--- src/common/mem_consts.svh ---
// Memory map and width macros for the system memory bus, included by the package and RTL
`ifndef MEM_CONSTS_SVH
`define MEM_CONSTS_SVH

// Bus data width and the port-side word address width
`define MEM_DW   16
`define PORT_AW  15

// RAM region, 1 KiB
`define RAM_START   16'h0200
`define RAM_LEN     16'h0400

// FRAM region, 32 KiB
`define FRAM_START  16'h4400
`define FRAM_LEN    16'h8000

// Interrupt vector table, runs up to 16'hFFFF
`define IVT_START   16'hFF80

// Word address widths per region
`define RAM_AW   9   // 512 words
`define FRAM_AW  14  // 16K words
`define IVT_AW   6   // 64 words

`endif
--- src/common/mem_pkg.sv ---
// Shared types for the memory bus: region select, bus request and memory port structs
`include "mem_consts.svh"

package memPkg;

    // Region hit by the current bus address
    typedef enum logic [1:0] {
        regionNone,
        regionRam,
        regionFram,
        regionIvt
    } memRegion;

    // One bus cycle as seen by the memory side
    typedef struct packed {
        logic [15:0]         addr;      // MAB, byte address
        logic [`MEM_DW-1:0]  wdata;     // MDBwrite
        logic                write;     // MW level
        logic                byteMode;  // BW
    } busReq;

    // Request for one block memory
    typedef struct packed {
        logic [1:0]          we;        // Bit 1 is the high lane
        logic [`PORT_AW-1:0] wordAddr;  // Offset within region
        logic [`MEM_DW-1:0]  din;
    } memPort;

endpackage

--- src/memBus/busDecoder.sv ---
// Combinational address decode and byte-lane steering from the bus into the three memory ports
`include "mem_consts.svh"

module busDecoder (
    input  memPkg::busReq    req,
    output memPkg::memPort   ramPort,
    output memPkg::memPort   framPort,
    output memPkg::memPort   ivtPort,
    output memPkg::memRegion sel
);

    logic        inRam;
    logic        inFram;
    logic        inIvt;
    logic [1:0]  laneWe;
    logic [15:0] laneDin;

    // Builds the port for one region, all zero when the region is not hit
    function automatic memPkg::memPort makePort(
        input logic        hit,
        input logic [15:0] addr,
        input logic [15:0] base,
        input logic [1:0]  we,
        input logic [15:0] din
    );
        logic [15:0] offset;
        offset = {addr[15:1], 1'b0} - base;
        makePort = '0;
        if (hit) begin
            makePort.we       = we;
            makePort.wordAddr = offset[15:1];  // Byte offset to word offset
            makePort.din      = din;
        end
    endfunction

    assign inRam  = (req.addr >= `RAM_START) && (req.addr < `RAM_START + `RAM_LEN);
    assign inFram = (req.addr >= `FRAM_START) && (req.addr < `FRAM_START + `FRAM_LEN);
    assign inIvt  = (req.addr >= `IVT_START);  // Up to top of address space

    always_comb begin
        sel = memPkg::regionNone;
        if (inRam) begin
            sel = memPkg::regionRam;
        end else if (inFram) begin
            sel = memPkg::regionFram;
        end else if (inIvt) begin
            sel = memPkg::regionIvt;
        end
    end

    // Lane steering by byte mode and address bit 0
    always_comb begin
        if (req.byteMode && req.addr[0]) begin
            laneDin = {req.wdata[7:0], 8'h00};  // Odd byte goes high
            laneWe  = 2'b10;
        end else if (req.byteMode) begin
            laneDin = {8'h00, req.wdata[7:0]};
            laneWe  = 2'b01;
        end else begin
            laneDin = req.wdata;
            laneWe  = 2'b11;
        end
        if (!req.write) begin
            laneWe = 2'b00;  // Read cycle
        end
    end

    assign ramPort  = makePort(inRam, req.addr, `RAM_START, laneWe, laneDin);
    assign framPort = makePort(inFram, req.addr, `FRAM_START, laneWe, laneDin);
    assign ivtPort  = makePort(inIvt, req.addr, `IVT_START, laneWe, laneDin);

endmodule

--- config.mk ---
export PLATFORM = sky130hd
export DESIGN_NAME = busDecoder
export DESIGN_NICKNAME = d
export VERILOG_FILES = /design/src/common/mem_pkg.sv /design/src/memBus/busDecoder.sv
export VERILOG_INCLUDE_DIRS = /design/src /design/src/common
export SDC_FILE = /design/constraint.sdc
export NUM_CORES = 1
export LEC_CHECK = 0
export ABC_AREA = 1
export BUFFER_PORTS_ARGS = -buffer_cell sky130_fd_sc_hd__buf_2
export CAP_MARGIN = 10
export CELL_PAD_IN_SITES_DETAIL_PLACEMENT = 0
export CELL_PAD_IN_SITES_GLOBAL_PLACEMENT = 1
export CORE_ASPECT_RATIO = 0.8
export CORE_UTILIZATION = 22
export DETAILED_ROUTE_END_ITERATION = 7
export GPL_TIMING_DRIVEN = 0
export MAX_ROUTING_LAYER = met4
export PLACE_DENSITY_LB_ADDON = 0.1
export SYNTH_ARGS = -nofsm -noshare
export SYNTH_HDL_FRONTEND = slang
export SYNTH_SLANG_ARGS = --single-unit
--- constraint.sdc ---
create_clock -name vclk -period 1.5
set_input_delay 0.225 -clock vclk [all_inputs]
set_output_delay 0.225 -clock vclk [all_outputs]
set_load 0.01 [all_outputs]
* Word level (Yosys, flattened, before mapping)
Index checks and enable logic that the tools add are counted.
** Storage, ports and cells
- Flip-flop bits (word level) :: 0
- Input port bits :: 34
- Output and inout bits :: 101
- Word-level logic and storage cells :: 22
** Cells by class
- Add/subtract/negate cells :: 3
- $lt $le $gt $ge :: 5
- Multiplexer cells :: 11
- Reductions and logical operators :: 3
** Operators by type and width (number)
- 2-to-1 mux 33 bit :: 3
- 2-to-1 mux 16 bit :: 2
- greater-or-equal comparator 16 x 10 -> 1 bit, second input constant :: 1
- greater-or-equal comparator 16 x 15 -> 1 bit, second input constant :: 1
- greater-or-equal comparator 16 bit, second input constant :: 1
- less-than comparator 16 x 11 -> 1 bit, second input constant :: 1
- less-than comparator 16 bit, second input constant :: 1
- subtractor 16 x 10 -> 16 bit, second input constant :: 1
- subtractor 16 x 15 -> 16 bit, second input constant :: 1
- subtractor 16 bit, second input constant :: 1
- 2-to-1 mux 2 bit :: 6
- logical AND 1 bit :: 3

* Logic depth before layout (Yosys ltp)
Gate-level depths: netlist (run 1).
- Word-level depth :: 4
- Gate-level depth with buffers :: 11
- Mapped depth without buffers :: 10

* Least setup slack after synthesis (run 1)
No wires, ideal clock.
- Kind :: input to output
- Start :: input req[27] (netlist name)
- End :: output framPort[10] (netlist name)
- Data arrival time :: 1.177 ns
- Data required time :: 1.275 ns
- Path slack :: 0.098 ns
- Stages on the path :: 11
- Buffers on the path :: 1
- Path through :: inv_1 ha_1 nand2_1 inv_1 nand2_1 nor2_1 nand2_1 nand2_1 nand2_4 buf_6 nor2_1
** RTL lines
- start: declaration :: line busDecoder.sv:5 : input memPkg::busReq req,
- end: declaration :: line busDecoder.sv:7 : output memPkg::memPort framPort,

==> summary.txt, run 1 <==
Status: finished, violations left
Failing checks: setup timing
Initial antenna violation count: 0
DR vias/cell: 4.109
Share of layout cells above drive strength 1: 68.84%
Routed Antenna Nets: 0
Post-route cell area: 3196 sq um
DP Cell Count: 454
Gp weighted congestion: 0.7649
Synth area leader: nor2_1
Post-synth top cells: nor2_1 (68), nand2_1 (49), inv_1 (28)
Cell with the most instances after synthesis: nor2_1
Total GRT Usage: 16.04%
Clock buf count: 0
Ports: 135
Largest net degree at the start of global routing: 11
GR Util met1: 23.50%
First-pass GRT wire length: 8.404 mm
Starting Density: 22.86%
CP Launch Type: input pin
Pwr Total: 0.0007643 W
Die X: 89.87 um
Critical Path RT: 1.27 ns
Rows: 25
GR Util met3: 0.8386%
Pre-CTS WS: -0.4346 ns
ANT cells: 0
Core Area: 5943 sq um
Tcrit/Tclk final: 113.2%
RSZ-0062 raised after global routing: yes
Routed wire length: 5.986 mm
HPWL after detailed placement: 4.319 mm
Mapped Nets: 286
Cell area after synthesis: 1359 sq um
Mean post-synth cell area: 5.592 sq um
GR peak layer: met2
Nets: 443
Number of DRC markers in iteration 0: 30
Die height: 72.30 um
Reg area: 0 sq um
Final setup fails: 92
Top post-synthesis cells by area: nor2_1 (19%), nor2_4 (17%), nand2_1 (14%)
Hold_buf cts: 0
Endpoint class of the critical path: output port
Post-synthesis sequential area ratio: 0%
Non-Filler Instances: 479
Critical path class: input pin to output port
Yosys top cell area share: 18.78%
Worst ir drop on vdd: 150.3 uV
Die Area: 6497 sq um
Synth cell types: 23
Worst-path fanout max: 6
Drt drc: 0
Total gr overflow: 0
Cell count after synthesis: 243
DR vias: 1,968
WL/cell: 12.50 um
GR Util met2: 25.90%
DR pass1 iterations: 4
Area delta synth->final: 135.2%
Core Util, Final: 53.77%
Crit path time final: 1.698 ns
Final hold vios: 0
Pleak: 1.617 nW
Slew Limit Fails: 0
Power density cells: 239.2 nW/um^2
Max Freq: 0.5890 GHz
Hold/Removal Path Class: input pin to output port
Max cap viols: 0
Worst endpoint data arrival time: 1.47 ns
FF+latch count: 0
Post-DP Area: 2111 sq um
Vias in the first global route: 1,644
Yosys warnings: 0
Final setup margin: -0.1979 ns
PortBufs: 130
-- critical path: stages --
cell	delay (ns)
buf_8	0.11
inv_6	0.05
ha_4	0.13
nand2_2	0.05
inv_2	0.04
nand2_2	0.04
nor2_2	0.08
nand2_1	0.07
nand2_2	0.07
nand2_4	0.09
buf_12	0.14
clkbuf_16	0.16
nor2_4	0.11
buf_6	0.10
-- cell families (layout without fill, tap and decap cells) --
logic type	Yosys count	in the layout	share of synthesized area [%]
adder cells (fa/ha/maj)	9	9	8.287
AND/OR/NAND/NOR	177	177	67.50
XOR/XNOR	7	7	4.512
buffers and inverters	45	200	17.96
other	1	1	0.2760
AO/OA/AOI/OAI	4	4	1.473
-- final timing paths --
path,from,endpoint,depth (start not counted)
worst max-delay path,req[26],framPort[10],14
worst min-delay path,req[25],ivtPort[22],3
-- report_power, final --
group / switching [W] / leakage [nW] / internal, W / total [W]
sequential: 0 / 0 / 0 / 0
combinational: 0.000402 / 1.62 / 0.000362 / 0.000764
clock: 0 / 0 / 0 / 0
-- stage by stage --
step / hold slack (ns) / setup TNS, ns
2_1_floorplan: 0.4809 / 0
3_3_place_gp: 0.7566 / -31.47
3_5_place_dp: 0.7581 / -32.13
4_1_cts: 0.7000 / -9.415
5_1_grt: 0.7010 / -16.76
6_report: 0.6972 / -9.355
-- layout by cell type, fill, tap and decap left out, types with 4 or more instances in the layout --
master and count:
nand2_2 6, ha_4 4, nor2_4 59, buf_4 15
nor2_2 18, buf_12 8, xnor2_1 4, nand3_1 11
nand2_1 43, buf_6 44, inv_1 22, buf_8 7
nor2_1 32, buf_2 91
-- routing by layer --
layer	routed length (um)	share of wire, %	vias up
li1	-	-	1035
met1	2905	49	864
met4	0	0	0
met5	0	0	-
met3	257	4.3	0
met2	2822	47	69
-- cell type report --
type	count	area, sq um
Timing Repair Buffer	156	1289
Fill cell	611	2748
Buffer	14	170.2
Multi-Input combinational cell	198	1486
Tap cell	81	101.3
Inverter	30	148.9
-- what timing repair did --
item / in CTS / in global routing
gates cloned: 2 / 3
setup endpoints to repair: 100 / 98
setup buffers: 16 / 6
pin swaps: 6 / 11
gates resized for setup: 75 / 121
hold endpoints to repair: 0 / 0
Power figures use the tool's default switching activity.
==> run 2, diff against run 1 <==
==> constraint.sdc (replaced) <==
create_clock -name vclk -period 1.5
set_input_delay 0.15 -clock vclk [all_inputs]
set_output_delay 0.15 -clock vclk [all_outputs]
set_load 0.01 [all_outputs]
==> run 2 against run 1 <==
Net effect:
- the run still ends with setup timing left
- total power decreased by 11%
- combinational power decreased by 11%
- fmax increased by 8.7%
- worst hold slack got worse by 0.15 ns
- first-iteration DRC count increased by 23%
- cell area decreased by 14%
- clock-buffer cell count unchanged
- critical path type unchanged
- largest cell class unchanged
- core utilization decreased by 7.3 points
==> summary.txt, run 2 (same netlist as run 1, synthesis figures left out) <==
Post-route cell area: 2761 sq um (-14%)
Ports: 135 (unchanged)
Die X: 89.87 um (unchanged)
Crit path time final: 1.562 ns (-0.1363 ns)
Int Pwr: 0.0003181 W (-12%)
CP dominant cell by count: nand2_2
Worst ir drop on vdd: 141.5 uV (-5.8%)
Gp weighted congestion: 0.7649 (unchanged)
Initial antenna violation count: 0 (unchanged)
Worst path cell trace: buf_12, inv_8, ha_4, nand2_2, inv_2, nand2_2, nor2_2, nand2_1, nand2_2, nand2_4, buf_12, clkbuf_16, nor2_4, buf_6
Number of DRC markers in iteration 0: 37 (+23%)
Total gr overflow: 0 (unchanged)
Buf/Inv on CP: 6 (unchanged)
RSZ-0062 raised after global routing: yes
Switching portion of total power: 53.42% (+0.77 points)
DR vias/cell: 4.030 (-1.9%)
Nets: 433 (-2.3%)
FF+latch count: 0 (unchanged)
Worst-path fanout max: 7 (+1)
Critical Path RT: 1.35 ns (+0.08 ns)
Rows: 25 (unchanged)
Worst endpoint data arrival time: 1.41 ns (-0.06 ns)
Endpoint class of the critical path: output port
Core Area: 5943 sq um (unchanged)
HPWL after detailed placement: 4.319 mm (unchanged)
Commonest non-fill, non-tap cells in the layout: buf_2 (112), nor2_1 (45), nand2_1 (44)
Pre-CTS WS: -0.2846 ns (+0.1500 ns)
Slowest CP cell: clkbuf_16
Max cap viols: 0 (unchanged)
DR pass1 iterations: 4 (unchanged)
Clock share of power: 0% (unchanged)
Hold_buf cts: 0 (unchanged)
Slew Limit Fails: 0 (unchanged)
Total GRT Usage: 15.47% (-0.56 points)
CP Launch Type: input pin
Fillers: 671 (+9.8%)
Routed Antenna Nets: 0 (unchanged)
Hold path endpoint: ivtPort[22]
Power density cells: 247.3 nW/um^2 (+3.4%)
PortBufs: 130 (unchanged)
Final setup margin: -0.06154 ns (+0.1363 ns)
Hold Worst Slack: 0.5472 ns (-0.1500 ns)
Hold_sp: req[25]
ANT cells: 0 (unchanged)
Share of layout cells above drive strength 1: 64.18% (-4.7 points)
Net switching power: 0.0003648 W (-9.3%)
Final hold vios: 0 (unchanged)
Status: finished, violations left
Die height: 72.30 um (unchanged)
Tcrit/Tclk final: 104.1% (-9.1 points)
Post-DP Area: 2111 sq um (unchanged)
Starting Density: 22.86% (unchanged)
Die Area: 6497 sq um (unchanged)
Routed wire length: 5.595 mm (-6.5%)
Critical path class: input pin to output port
Pleak: 1.521 nW (-5.9%)
Pwr Total: 0.0006830 W (-11%)
Max Freq: 0.6404 GHz (+8.7%)
Comb power frac: 100.0% (about the same)
First-pass GRT wire length: 8.079 mm (-3.9%)
Largest net degree at the start of global routing: 11 (unchanged)
Failing checks: setup timing
WL/cell: 11.93 um (-4.5%)
Drt drc: 0 (unchanged)
Sequential Power Share: 0% (unchanged)
Vias in the first global route: 1,583 (-3.7%)
Hold path cells: 3 (unchanged)
Reg area: 0 sq um (unchanged)
Top Family by Delay on Critical Path: buffers and inverters
Hold/Removal Path Class: input pin to output port
Slowest stage delay, CP: 0.16 ns (about the same)
Final setup fails: 7 (-92%)
Clock buf count: 0 (unchanged)
Commonest non-fill, non-tap cell in the layout: buf_2
DR vias: 1,890 (-4.0%)
Area delta synth->final: 103.2%
==> run 2: cell types whose count changed in the layout (fill, tap and decap cells not counted), sizes merged <==
cell      delta
clkinv       +1
buf          -9
clkinvlp     -1
clkbuf       -1
==> run 2: routing by layer <==
metal | part of all wire, % | track usage [%] | vias to the layer above
met4 | 0 | 0 | 0
met3 | 4.7 | 0.9434 | 0
met5 | 0 | - | -
met2 | 45 | 24.53 | 62
li1 | - | - | 1015
met1 | 50 | 22.93 | 813
==> run 2: worst min-delay path, cell delays in order <==
cell and delay, ns:
buf_8 0.09, nor2_2 0.03, buf_2 0.12
==> run 2: power by group through the flow <==
stage / sequential, W / clock (W) / combinational, W
2_1_floorplan: 0 / 0 / 0.000283
3_3_place_gp: 0 / 0 / 0.000459
3_5_place_dp: 0 / 0 / 0.000459
4_1_cts: 0 / 0 / 0.000572
5_1_grt: 0 / 0 / 0.000741
6_report: 0 / 0 / 0.000683
==> run 2: final cells by class <==
type	instances	area (sq um)	area share, %
buffer	14	170.2	6.162
inverter	30	135.1	4.894
multi-input combinational	198	1335	48.35
tap	81	101.3	3.670
timing repair buffer	146	1020	36.93
==> run 2: worst max path at each step <==
stage             from            to  slack [ns]  depth (start not counted)
2_1_floorplan  req[27]  framPort[10]        0.25                         11
3_3_place_gp   req[28]   ramPort[14]       -0.28                          9
3_5_place_dp   req[28]   ramPort[32]       -0.28                          9
4_1_cts        req[25]  framPort[10]       -0.06                         14
5_1_grt        req[26]   framPort[3]       -0.14                         14
6_report       req[27]  framPort[10]       -0.06                         14
==> run 2: repair_timing <==
action / 4_1_cts / 5_1_grt
pin swaps: 4 / 9
buffers inserted: 11 / 2
endpoints found under the setup margin: 95 / 92
gates cloned: 1 / 2
gates resized for setup: 51 / 74
endpoints found under the hold margin: 0 / 0
==> run 2: through the flow <==
stage / cells / utilization, % / TNS (ns)
2_1_floorplan: 243 / - / 0
5_1_grt: 469 / 46.46 / -3.422
3_3_place_gp: 454 / 35.52 / -16.78
4_1_cts: 466 / 40.65 / -1.113
6_report: 469 / 46.46 / -0.2223
3_5_place_dp: 454 / 35.52 / -17.38
