## config.mk

```make
export PLATFORM = sky130hd
export DESIGN_NAME = readAligner
export DESIGN_NICKNAME = d
export VERILOG_FILES = /design/src/common/mem_pkg.sv /design/src/memBus/readAligner.sv
export VERILOG_INCLUDE_DIRS = /design/src /design/src/common
export SDC_FILE = /design/constraint.sdc
export NUM_CORES = 1
export LEC_CHECK = 0
export BUFFER_PORTS_ARGS = -buffer_cell sky130_fd_sc_hd__buf_4
export CORE_ASPECT_RATIO = 1.1
export CORE_MARGIN = 2
export CORE_UTILIZATION = 35
export CTS_CLUSTER_DIAMETER = 30
export CTS_CLUSTER_SIZE = 20
export DETAILED_ROUTE_END_ITERATION = 10
export PLACE_DENSITY = 0.82
export SLEW_MARGIN = 5
export SYNTH_ARGS = -nofsm -noshare
export SYNTH_HDL_FRONTEND = slang
export SYNTH_SLANG_ARGS = --single-unit
```

## constraint.sdc

```tcl
create_clock -name MCLK -period 2.6 [get_ports MCLK]
set_clock_uncertainty 0.1 [all_clocks]
set_input_delay 0.52 -clock MCLK [delete_from_list [all_inputs] [get_ports MCLK]]
set_output_delay 0.52 -clock MCLK [all_outputs]
set_load 0.05 [all_outputs]
```

## src/common/mem_consts.svh

```systemverilog
// Memory map and width macros for the system memory bus, included by the package and RTL
`ifndef MEM_CONSTS_SVH
`define MEM_CONSTS_SVH

// Bus data width and the port-side word address width
`define MEM_DW   16
`define PORT_AW  15

// RAM region, 1 KiB
`define RAM_START   16'h0200
`define RAM_LEN     16'h0400

// FRAM region, 32 KiB
`define FRAM_START  16'h4400
`define FRAM_LEN    16'h8000

// Interrupt vector table, runs up to 16'hFFFF
`define IVT_START   16'hFF80

// Word address widths per region
`define RAM_AW   9   // 512 words
`define FRAM_AW  14  // 16K words
`define IVT_AW   6   // 64 words

`endif
```

## src/common/mem_pkg.sv

```systemverilog
// Shared types for the memory bus: region select, bus request and memory port structs
`include "mem_consts.svh"

package memPkg;

    // Region hit by the current bus address
    typedef enum logic [1:0] {
        regionNone,
        regionRam,
        regionFram,
        regionIvt
    } memRegion;

    // One bus cycle as seen by the memory side
    typedef struct packed {
        logic [15:0]         addr;      // MAB, byte address
        logic [`MEM_DW-1:0]  wdata;     // MDBwrite
        logic                write;     // MW level
        logic                byteMode;  // BW
    } busReq;

    // Request for one block memory
    typedef struct packed {
        logic [1:0]          we;        // Bit 1 is the high lane
        logic [`PORT_AW-1:0] wordAddr;  // Offset within region
        logic [`MEM_DW-1:0]  din;
    } memPort;

endpackage

```

## src/memBus/readAligner.sv

```systemverilog
// Read-bus alignment: delays region and lane select to the memory latency and forms mdbRead
module readAligner (
    input  logic             MCLK,
    input  logic             reset,
    input  memPkg::memRegion sel,
    input  logic             byteMode,
    input  logic             highByte,
    input  logic [15:0]      ramData,
    input  logic [15:0]      framData,
    input  logic [15:0]      ivtData,
    output logic [15:0]      mdbRead
);

    memPkg::memRegion selQ;
    logic             byteModeQ;
    logic             highByteQ;
    logic [15:0]      word;

    // Same edge as the memory read
    always_ff @(posedge MCLK) begin
        if (reset) begin
            selQ      <= memPkg::regionNone;
            byteModeQ <= 1'b0;
            highByteQ <= 1'b0;
        end else begin
            selQ      <= sel;
            byteModeQ <= byteMode;
            highByteQ <= highByte;
        end
    end

    // Unmapped reads return zero
    always_comb begin
        case (selQ)
            memPkg::regionRam:  word = ramData;
            memPkg::regionFram: word = framData;
            memPkg::regionIvt:  word = ivtData;
            default:            word = 16'h0000;
        endcase
    end

    // Byte reads are zero-extended
    always_comb begin
        if (byteModeQ && highByteQ) begin
            mdbRead = {8'h00, word[15:8]};
        end else if (byteModeQ) begin
            mdbRead = {8'h00, word[7:0]};
        end else begin
            mdbRead = word;
        end
    end

endmodule

```

Yosys cells after proc, flatten, opt, wreduce, memory -nomap -nowiden
Index checks and enable logic that the tools add are counted.
- register bits: 4
- eq/ne operators: 3
- muxes and demuxes: 3
- reduce and logical (&&, ||, !) cells: 1
- operators by type and width (operator ; count):
    $pmux W16 S3 ; 1
    $mux W16 ; 2
    $eq A2 B2 Y1 const B ; 2
    $eq A2 B1 Y1 const B ; 1
    $logic_and A1 B1 Y1 ; 1

Depth between registers and ports, before layout
Gate-level depths: netlist of the first run.
- word-level depth: 4
- mapped depth: 6

Worst setup path before layout of the first run
No wires, ideal clock.
- path type: register -> output
- start point: register selQ[1]
- end point: output mdbRead[6]
- data arrival time: 1.686 ns
- required time: 1.980 ns
- setup slack: 0.294 ns
- cell stages (with the launch flop): 7
- path buffers: 3
- path through: dfxtp_1 buf_6 nor2b_4 buf_6 buf_6 a22oi_1 a21oi_1
- word-level cells in the longest chain between the ends: 4
- elaborated cells on any way between the ends: 6
- those cells by class: eq/ne: 3; mux: 3
- RTL lines (what ; RTL line ; text):
    start, declared ; readAligner.sv:14 ; memPkg::memRegion selQ;
    start signal, assigned ; readAligner.sv:22 ; selQ <= memPkg::regionNone;
    start signal, assigned ; readAligner.sv:26 ; selQ <= sel;
    $eq A2 B2 Y1 or $eq A2 B1 Y1 (tied branches) ; readAligner.sv:34 ; case (selQ)
    $pmux W16 S3 (*) ; readAligner.sv:34 ;
    $mux W16 ; readAligner.sv:46 ; end else if (byteModeQ) begin
    $mux W16 (*) ; readAligner.sv:44 ; if (byteModeQ && highByteQ) begin
    end, declared ; readAligner.sv:11 ; output logic [15:0] mdbRead
Mark *: on every way between the ends. The rest lies on a longest branch, timed or not.

Worst setup path in the final report of the first run
- start point: register selQ[1]
- end point: output mdbRead[2]
The elaborated chain is that of the path after synthesis.

==> impl_metrics.ini, run 1 <==
[timing]
finalSetupTns_ns = 0
fin_crit_ns = 2.397
fmax_mhz = 417.1
slew_viol_final = 0
rsz0062_at_grt = no
holdWs_ns = 0.3734
tightest_slew_ns = 0.6221
setup_viol = 0
period_share_pct = 92.21
hold_violations = 0
slew_headroom_pct = 58.52

[run_status]
status = completed

[yosys]
synth.most_common_cell = mux2_2
yosysSeqAreaShare_pct = 12.45
async_flop_share_pct = 0
synth_edf_count = 0
yosys-top-cells-count = mux2_2 (12), a21oi_1 (8), nor2_1 (8), a22oi_2 (7), a221oi_1 (5)
synth_fp_nets = 121
synth_warnings = 0
syn_area_per_cell_sq_um = 9.599
netlist-cell-type-count = 16
synth_cells = 67
syn_area_sq_um = 643.1
ys.flop_type = dfxtp_1
synth_top_area_share_pct = 21.01
ys_seq_elements = 4
synth_area_leaders = mux2_2 (21%), a22oi_2 (14%), dfxtp_1 (12%)
yosys.area.top_type = mux2_2

[setup_path]
cp.arrival_ns = 1.78
worstSetupPathType = reg2out
required_ns = 1.98
crit_path_end_kind = output pin
cp_max_fo = 16
startpoint = selQ[1]
cp-endpoint = mdbRead[2]
startpoint_type = flip-flop

[die]
fp-row-count = 16
io_pins = 70
core_sq_um = 1762
start_util_pct = 36.51
die_y_um = 48.96
die_w_um = 44.87
die_area_sq_um = 2197

[grt]
grt_pass1_wl_mm = 3.491
grt_pass1_vias = 746
grt_use_total_pct = 21.11
grt_max_degree = 17
antenna_found_initial = 0
gr-total-overflow = 0

[clock_tree]
cts_buffers = 3
cts_sinks = 4
cts_resized = 0
cts.clk_slew.worst_paths_ns = 0.04
ctsHoldBuffers = 0
post_cts.repair.setup_buffers = 0
htree_levels = 1
cts_buffer_depth = 2
cts-root-buf = clkbuf_4
cts_tree = built

[layout]
area_growth_pct = 80.93
drive_above_1_share_pct = 76.12
diodes = 0
nNetsFinal = 190

[drt]
first_pass_iters = 4
drt_wl_total_mm = 2.293
wl_per_cell_um = 15.09
route.vias.total = 797
drc_errors = 0
routed_via_density = 5.243
ant_nets = 0
detail_route.iter0.violations = 9

[power_and_ir_drop]
powerDensity_nw_per_um2 = 336.5
p_leak_nw = 0.5642
ir_worst_vdd_v = 0.0002250

[run]
drv_cap = 0

[placement]
dpl.hpwl_mm = 1.834
gp_congestion = 0.8018
io_buffers = 69

[min_path]
min_path_type = in2reg
==> kinds of logic (layout without fill, tap and decap cells) <==
logic type      count (synthesis)  after routing  synth area share [%]
compound gates                 24             24                 34.82
buf+inv                         9             76                 11.28
flops                           4              4                 12.45
mux                            16             16                 29.77
simple gates                   14             14                 11.67
==> cell type report <==
type	count	area, sq um
timing repair buffer	73	548.0
fill	163	598.1
sequential	4	80.08
tap	18	22.52
clock buffer	3	22.52
multi-input combinational	54	490.5
==> layer usage <==
| metal | vias to the layer above | track usage (%) | wire length (um) |
|---|---|---|---|
| met5 | - | 0 | 0 |
| met1 | 361 | 28.25 | 985 |
| met2 | 44 | 33.57 | 1090 |
| li1 | 392 | - | - |
| met3 | 0 | 3.333 | 217 |
| met4 | 0 | 7.353 | 0 |
==> placed cells by master (no fill, tap or decap), types with 3 or more instances in the layout <==
cell type,netlist,routed
clkbuf_4,0,3
a21oi_1,8,8
nor2_1,8,8
a22oi_2,7,7
mux2_2,12,12
buf_4,1,73
a221oi_1,5,5
a221oi_2,3,3
nor2b_1,4,4
mux2_4,3,3
dfxtp_1,4,4
==> worst min path at each step <==
| stage | depth (start not counted) | startpoint | to |
|---|---|---|---|
| 2_1_floorplan | 1 | reset | byteModeQ |
| 3_3_place_gp | 2 | reset | selQ[0] |
| 3_5_place_dp | 2 | reset | selQ[0] |
| 4_1_cts | 2 | reset | selQ[0] |
| 5_1_grt | 2 | reset | byteModeQ |
| 6_report | 2 | reset | selQ[0] |
==> through the flow <==
| step | cell area, sq um | utilization, % | total power [W] | setup slack (ns) | std cells |
|---|---|---|---|---|---|
| after CTS | 1164 | 66.05 | 0.0003960 | 0.2115 | 152 |
| after floorplan | 643.1 | - | 0.0002192 | 0.2937 | 67 |
| after global routing | 1164 | 66.05 | 0.0004161 | 0.1079 | 152 |
| after detailed placement | 1141 | 64.77 | 0.0003168 | 0.4596 | 149 |
| final | 1164 | 66.05 | 0.0003915 | 0.2026 | 152 |
| after global placement | 1141 | 64.77 | 0.0003127 | 0.5203 | 149 |
==> where the power goes <==
group | total (W) | switching (W) | internal (W)
combinational | 0.000249 | 0.000130 | 0.000119
clock | 0.0000756 | 0.0000241 | 0.0000515
sequential | 0.0000666 | 0.00000155 | 0.0000651
==> flip-flops by register name (all words and copies together), names as in the netlist <==
register,count
byteModeQ,1
highByteQ,1
selQ,2
==> worst max-delay path, cell delays in order, from the launching register on <==
cell	delay, ns
dfxtp_1	0.32
buf_4	0.18
nor2b_4	0.48
a221oi_1	0.18
a21oi_1	0.17
buf_4	0.22
No activity file was read; power rests on OpenSTA's default activity.
==> inputs of run 2 (changes only) <==
--- a/config.mk
+++ b/config.mk
@@ -7,13 +7,12 @@
 export NUM_CORES = 1
 export LEC_CHECK = 0
 export BUFFER_PORTS_ARGS = -buffer_cell sky130_fd_sc_hd__buf_4
-export CORE_ASPECT_RATIO = 1.1
 export CORE_MARGIN = 2
-export CORE_UTILIZATION = 35
+export CORE_UTILIZATION = 34
 export CTS_CLUSTER_DIAMETER = 30
 export CTS_CLUSTER_SIZE = 20
 export DETAILED_ROUTE_END_ITERATION = 10
-export PLACE_DENSITY = 0.82
+export PLACE_DENSITY = 0.8
 export SLEW_MARGIN = 5
 export SYNTH_ARGS = -nofsm -noshare
 export SYNTH_HDL_FRONTEND = slang
==> constraint.sdc (replaced) <==
create_clock -name MCLK -period 2.32 [get_ports MCLK]
set_clock_uncertainty 0.1 [all_clocks]
set_input_delay 0.464 -clock MCLK [delete_from_list [all_inputs] [get_ports MCLK]]
set_output_delay 0.464 -clock MCLK [all_outputs]
set_load 0.05 [all_outputs]
==> run 2 against run 1 <==
Compared with the run above:
- first-iteration DRC count grew 89%
- non-clock buffer count grew 1
- combinational power grew 14%
- cell count grew 5.3%
- largest cell class unchanged
- largest power group unchanged
==> impl_metrics.ini, run 2 (same netlist as run 1, synthesis figures left out) <==
[setup_path]
worstPathCellList = buf_12 > mux2_2 > a22oi_1 > a21oi_1 > buf_4
startpoint_type = flip-flop
worst-path-buf-inv = 2
cp_slowest_cell = dfxtp_1
crit_path_end_kind = output pin
required_ns = 1.76
cp.arrival_ns = 1.63
cp_max_fo = 17
worstSetupPathType = reg2out
cp_slowest_stage_delay_ns = 0.34
cp.depth = 5
crit_family = buffers and inverters

[timing]
fmax_mhz = 456.6
slew_headroom_pct = 58.42
slew_viol_final = 0
fin_crit_ns = 2.190
hold_violations = 0
tightest_slew_ns = 0.6238
rsz0062_at_grt = no
finalSetupTns_ns = 0
setup_viol = 0
period_share_pct = 94.39

[layout]
diodes = 0
biggestRegsByFlops = selQ: 2 flops, byteModeQ: 1 flops, highByteQ: 1 flops
regArea_sq_um = 80.08
area_growth_pct = 85.41
largest_register = selQ
largest_register_ffs = 2
most-common-layout-cells = buf_4 (73), mux2_2 (12), nor2_1 (8), a21oi_1 (8), a22oi_2 (7)
multi_input_area_sq_um = 490.5
final_common_cell = buf_4
fin_util_pct = 68.32
nNetsFinal = 191
drive_above_1_share_pct = 76.30
fillCellCount = 152

[die]
die_w_um = 47.49
start_util_pct = 36.85
io_pins = 70
die_area_sq_um = 2255
fp-row-count = 15
die_y_um = 47.49
core_sq_um = 1745

[drt]
first_pass_iters = 4
wl_per_cell_um = 14.09
drc_errors = 0
ant_nets = 0
drt_wl_total_mm = 2.255
routed_via_density = 5.031
detail_route.iter0.violations = 17
route.vias.total = 805

[power_and_ir_drop]
combPwrFrac_pct = 64.2
p_leak_nw = 0.5731
ir_worst_vdd_v = 0.0002830
seqPwrFrac_pct = 17.0
p_int_w = 0.0002676
power.switching_w = 0.0001736
pwr-share-clk_pct = 18.8
powerDensity_nw_per_um2 = 370.0
swShare_pct = 39.35

[grt]
gr-total-overflow = 0
grt_use_total_pct = 19.92
grt_pass1_vias = 739
grt_max_degree = 18
grt_pass1_wl_mm = 3.125
antenna_found_initial = 0

[min_path]
hold_depth = 2
worstHoldEndpoint = selQ[0]
worstHoldStart = reset
min_path_type = in2reg

[clock_tree]
htree_levels = 1
cts_resized = 0
cts_buffer_depth = 2
ctsHoldBuffers = 0
cts.clk_slew.worst_paths_ns = 0.04
cts-root-buf = clkbuf_4
cts_tree = built
cts_sinks = 4
cts_buffers = 3
post_cts.repair.setup_buffers = 2

[run]
drv_cap = 0

[placement]
dpl.hpwl_mm = 1.810
gp_congestion = 0.7015
io_buffers = 69

[run_status]
status = completed
==> run 2: power by group through the flow <==
stage	Combinational, W	Sequential, W	Clock, W
after detailed placement	0.000281	0.0000761	0
after global placement	0.000277	0.0000759	0
after global routing	0.000300	0.0000754	0.0000905
after floorplan	0.000171	0.0000746	0
after CTS	0.000284	0.0000750	0.0000888
final	0.000283	0.0000750	0.0000831
==> run 2: layout make-up <==
class                      count  share of cell area (%)
clock buffer                   3                   1.889
multi-input combinational     54                   41.13
sequential                     4                   6.716
tap                           25                   2.623
timing repair buffer          74                   47.64
==> run 2: stage by stage <==
step                      hold WS (ns)  cells  area [sq um]  worst slack (ns)  power [W]
after floorplan                 0.4356     67         643.1           0.06970  0.0002456
after global placement          0.5505    155          1155            0.2690  0.0003532
after detailed placement        0.5571    155          1155            0.2423  0.0003574
after CTS                       0.3074    160          1192            0.1149  0.0004479
after global routing            0.3220    160          1192           0.02405  0.0004660
final                           0.3159    160          1192            0.1301  0.0004412
==> run 2: worst max-delay path by stage <==
stage	startpoint	slack (ns)	endpoint
detailed placement	selQ[1]	0.24	mdbRead[6]
CTS	selQ[1]	0.11	mdbRead[3]
global placement	selQ[1]	0.27	mdbRead[3]
finish	selQ[1]	0.13	mdbRead[6]
floorplan	selQ[1]	0.07	mdbRead[6]
global route	selQ[1]	0.02	mdbRead[1]
==> run 2: per-layer routing <==
metal,vias to the layer above,part of all wire [%],track usage (%)
met3,0,10,3.396
li1,395,-,-
met4,0,0,6.111
met5,-,0,0
met2,48,50,35.95
met1,362,40,23.86
==> inputs of run 3 (changes only) <==
==> constraint.sdc (replaced) <==
create_clock -name MCLK -period 2.4 [get_ports MCLK]
set_clock_uncertainty 0.1 [all_clocks]
set_input_delay 0.48 -clock MCLK [delete_from_list [all_inputs] [get_ports MCLK]]
set_output_delay 0.48 -clock MCLK [all_outputs]
set_load 0.05 [all_outputs]
==> run 3 against run 2 <==
Compared with the run above:
- first-iteration DRC count shrank 76%
- sequential share of layout area is the same
- critical path depth is the same
- clock-buffer cell count is the same
- hold slack gained 0.012 ns
- cell count is the same
- clock power shrank 1%
- combinational power shrank 4%
- non-clock buffer count is the same
- largest cell class unchanged
==> impl_metrics.ini, run 3 (same netlist as run 1, synthesis figures left out) <==
[grt]
gr-total-overflow = 0
grt_use_total_pct = 19.69
grt_max_degree = 17
grt_pass1_vias = 772
antenna_found_initial = 0
grt_pass1_wl_mm = 3.160

[die]
die_w_um = 47.49
die_y_um = 47.49
fp-row-count = 15
core_sq_um = 1745
die_area_sq_um = 2255
io_pins = 70
start_util_pct = 36.85

[drt]
wl_met1_um = 735
route.vias.total = 804
highest_layer = met4
wl_met3_um = 258
first_pass_iters = 4
wl_met2_mm = 1.190
wl_per_cell_um = 13.78
detail_route.iter0.violations = 4
routed_via_density = 5.025
drt_wl_total_mm = 2.205
ant_nets = 0
drc_errors = 0

[setup_path]
cp.arrival_ns = 1.67
worstSetupPathType = reg2out
required_ns = 1.82
cp_max_fo = 16
crit_path_end_kind = output pin
startpoint_type = flip-flop

[clock_tree]
ctsHoldBuffers = 0
htree_levels = 1
cts_buffers = 3
post_cts.repair.setup_buffers = 0
cts.clk_slew.worst_paths_ns = 0.04
cts-root-buf = clkbuf_4
cts_buffer_depth = 2
cts_tree = built
cts_resized = 0
cts_sinks = 4

[run]
drv_cap = 0

[placement]
io_buffers = 69
post_dp_cell_area_sq_um = 1155
gp_congestion = 0.7538
dpl.hpwl_mm = 1.761

[layout]
fin_util_pct = 68.32
largest_register_ffs = 2
fillCellCount = 151
drive_above_1_share_pct = 76.30
biggestRegsByFlops = selQ: 2 flops, byteModeQ: 1 flops, highByteQ: 1 flops
diodes = 0
final_common_cell = buf_4
nNetsFinal = 191
area_growth_pct = 85.41
largest_register = selQ
design_area_sq_um = 1192
most-common-layout-cells = buf_4 (73), mux2_2 (12), nor2_1 (8), a21oi_1 (8), a22oi_2 (7)

[power_and_ir_drop]
powerDensity_nw_per_um2 = 358.7
total_power_w = 0.0004277
ir_worst_vdd_v = 0.0002996
p_leak_nw = 0.5731

[timing]
finalSetupTns_ns = 0
holdWs_ns = 0.3278
setup_viol = 0
slew_viol_final = 0
fmax_mhz = 444.0
hold_violations = 0
rsz0062_at_grt = no
tightest_slew_ns = 0.6216
fin_crit_ns = 2.252
slew_headroom_pct = 58.56
period_share_pct = 93.84

[min_path]
min_path_type = in2reg

[run_status]
status = completed
run 3: path summary, 6_finish.rpt:
| path | endpoint | slack [ns] | startpoint | cells after the start |
|---|---|---|---|---|
| max | mdbRead[2] | 0.15 | selQ[1] | 5 |
| min | selQ[1] | 0.33 | reset | 2 |
run 3: layout make-up:
class	count	area, sq um	area share (%)
clock buffers	3	22.52	1.889
multi-input cells	54	490.5	41.13
flip-flops and latches	4	80.08	6.716
well taps	25	31.28	2.623
repair buffers	74	568.0	47.64
run 3: critical path: stages (launching register included):
cell	delay, ns
dfxtp_1	0.38
buf_12	0.17
mux2_2	0.34
a221oi_1	0.25
a21oi_1	0.07
buf_4	0.21
run 3: per-stage QoR:
step           setup WS, ns  cells
2_1_floorplan        0.1337     67
3_3_place_gp         0.3038    155
5_1_grt             0.04094    160
6_report             0.1479    160
3_5_place_dp         0.2598    155
4_1_cts            0.005336    158
run 3: power by group:
| part | leakage, nW | internal [W] | switching (W) |
|---|---|---|---|
| combinational | 0.526 | 0.000132 | 0.000140 |
| sequential | 0.0333 | 0.0000705 | 0.00000236 |
| clock | 0.0138 | 0.0000558 | 0.0000263 |
run 3: metal layers:
metal,vias up,GRT usage (%)
met5,-,0
met4,0,7.778
met3,2,4.151
met2,46,37.84
met1,363,20.45
li1,393,-
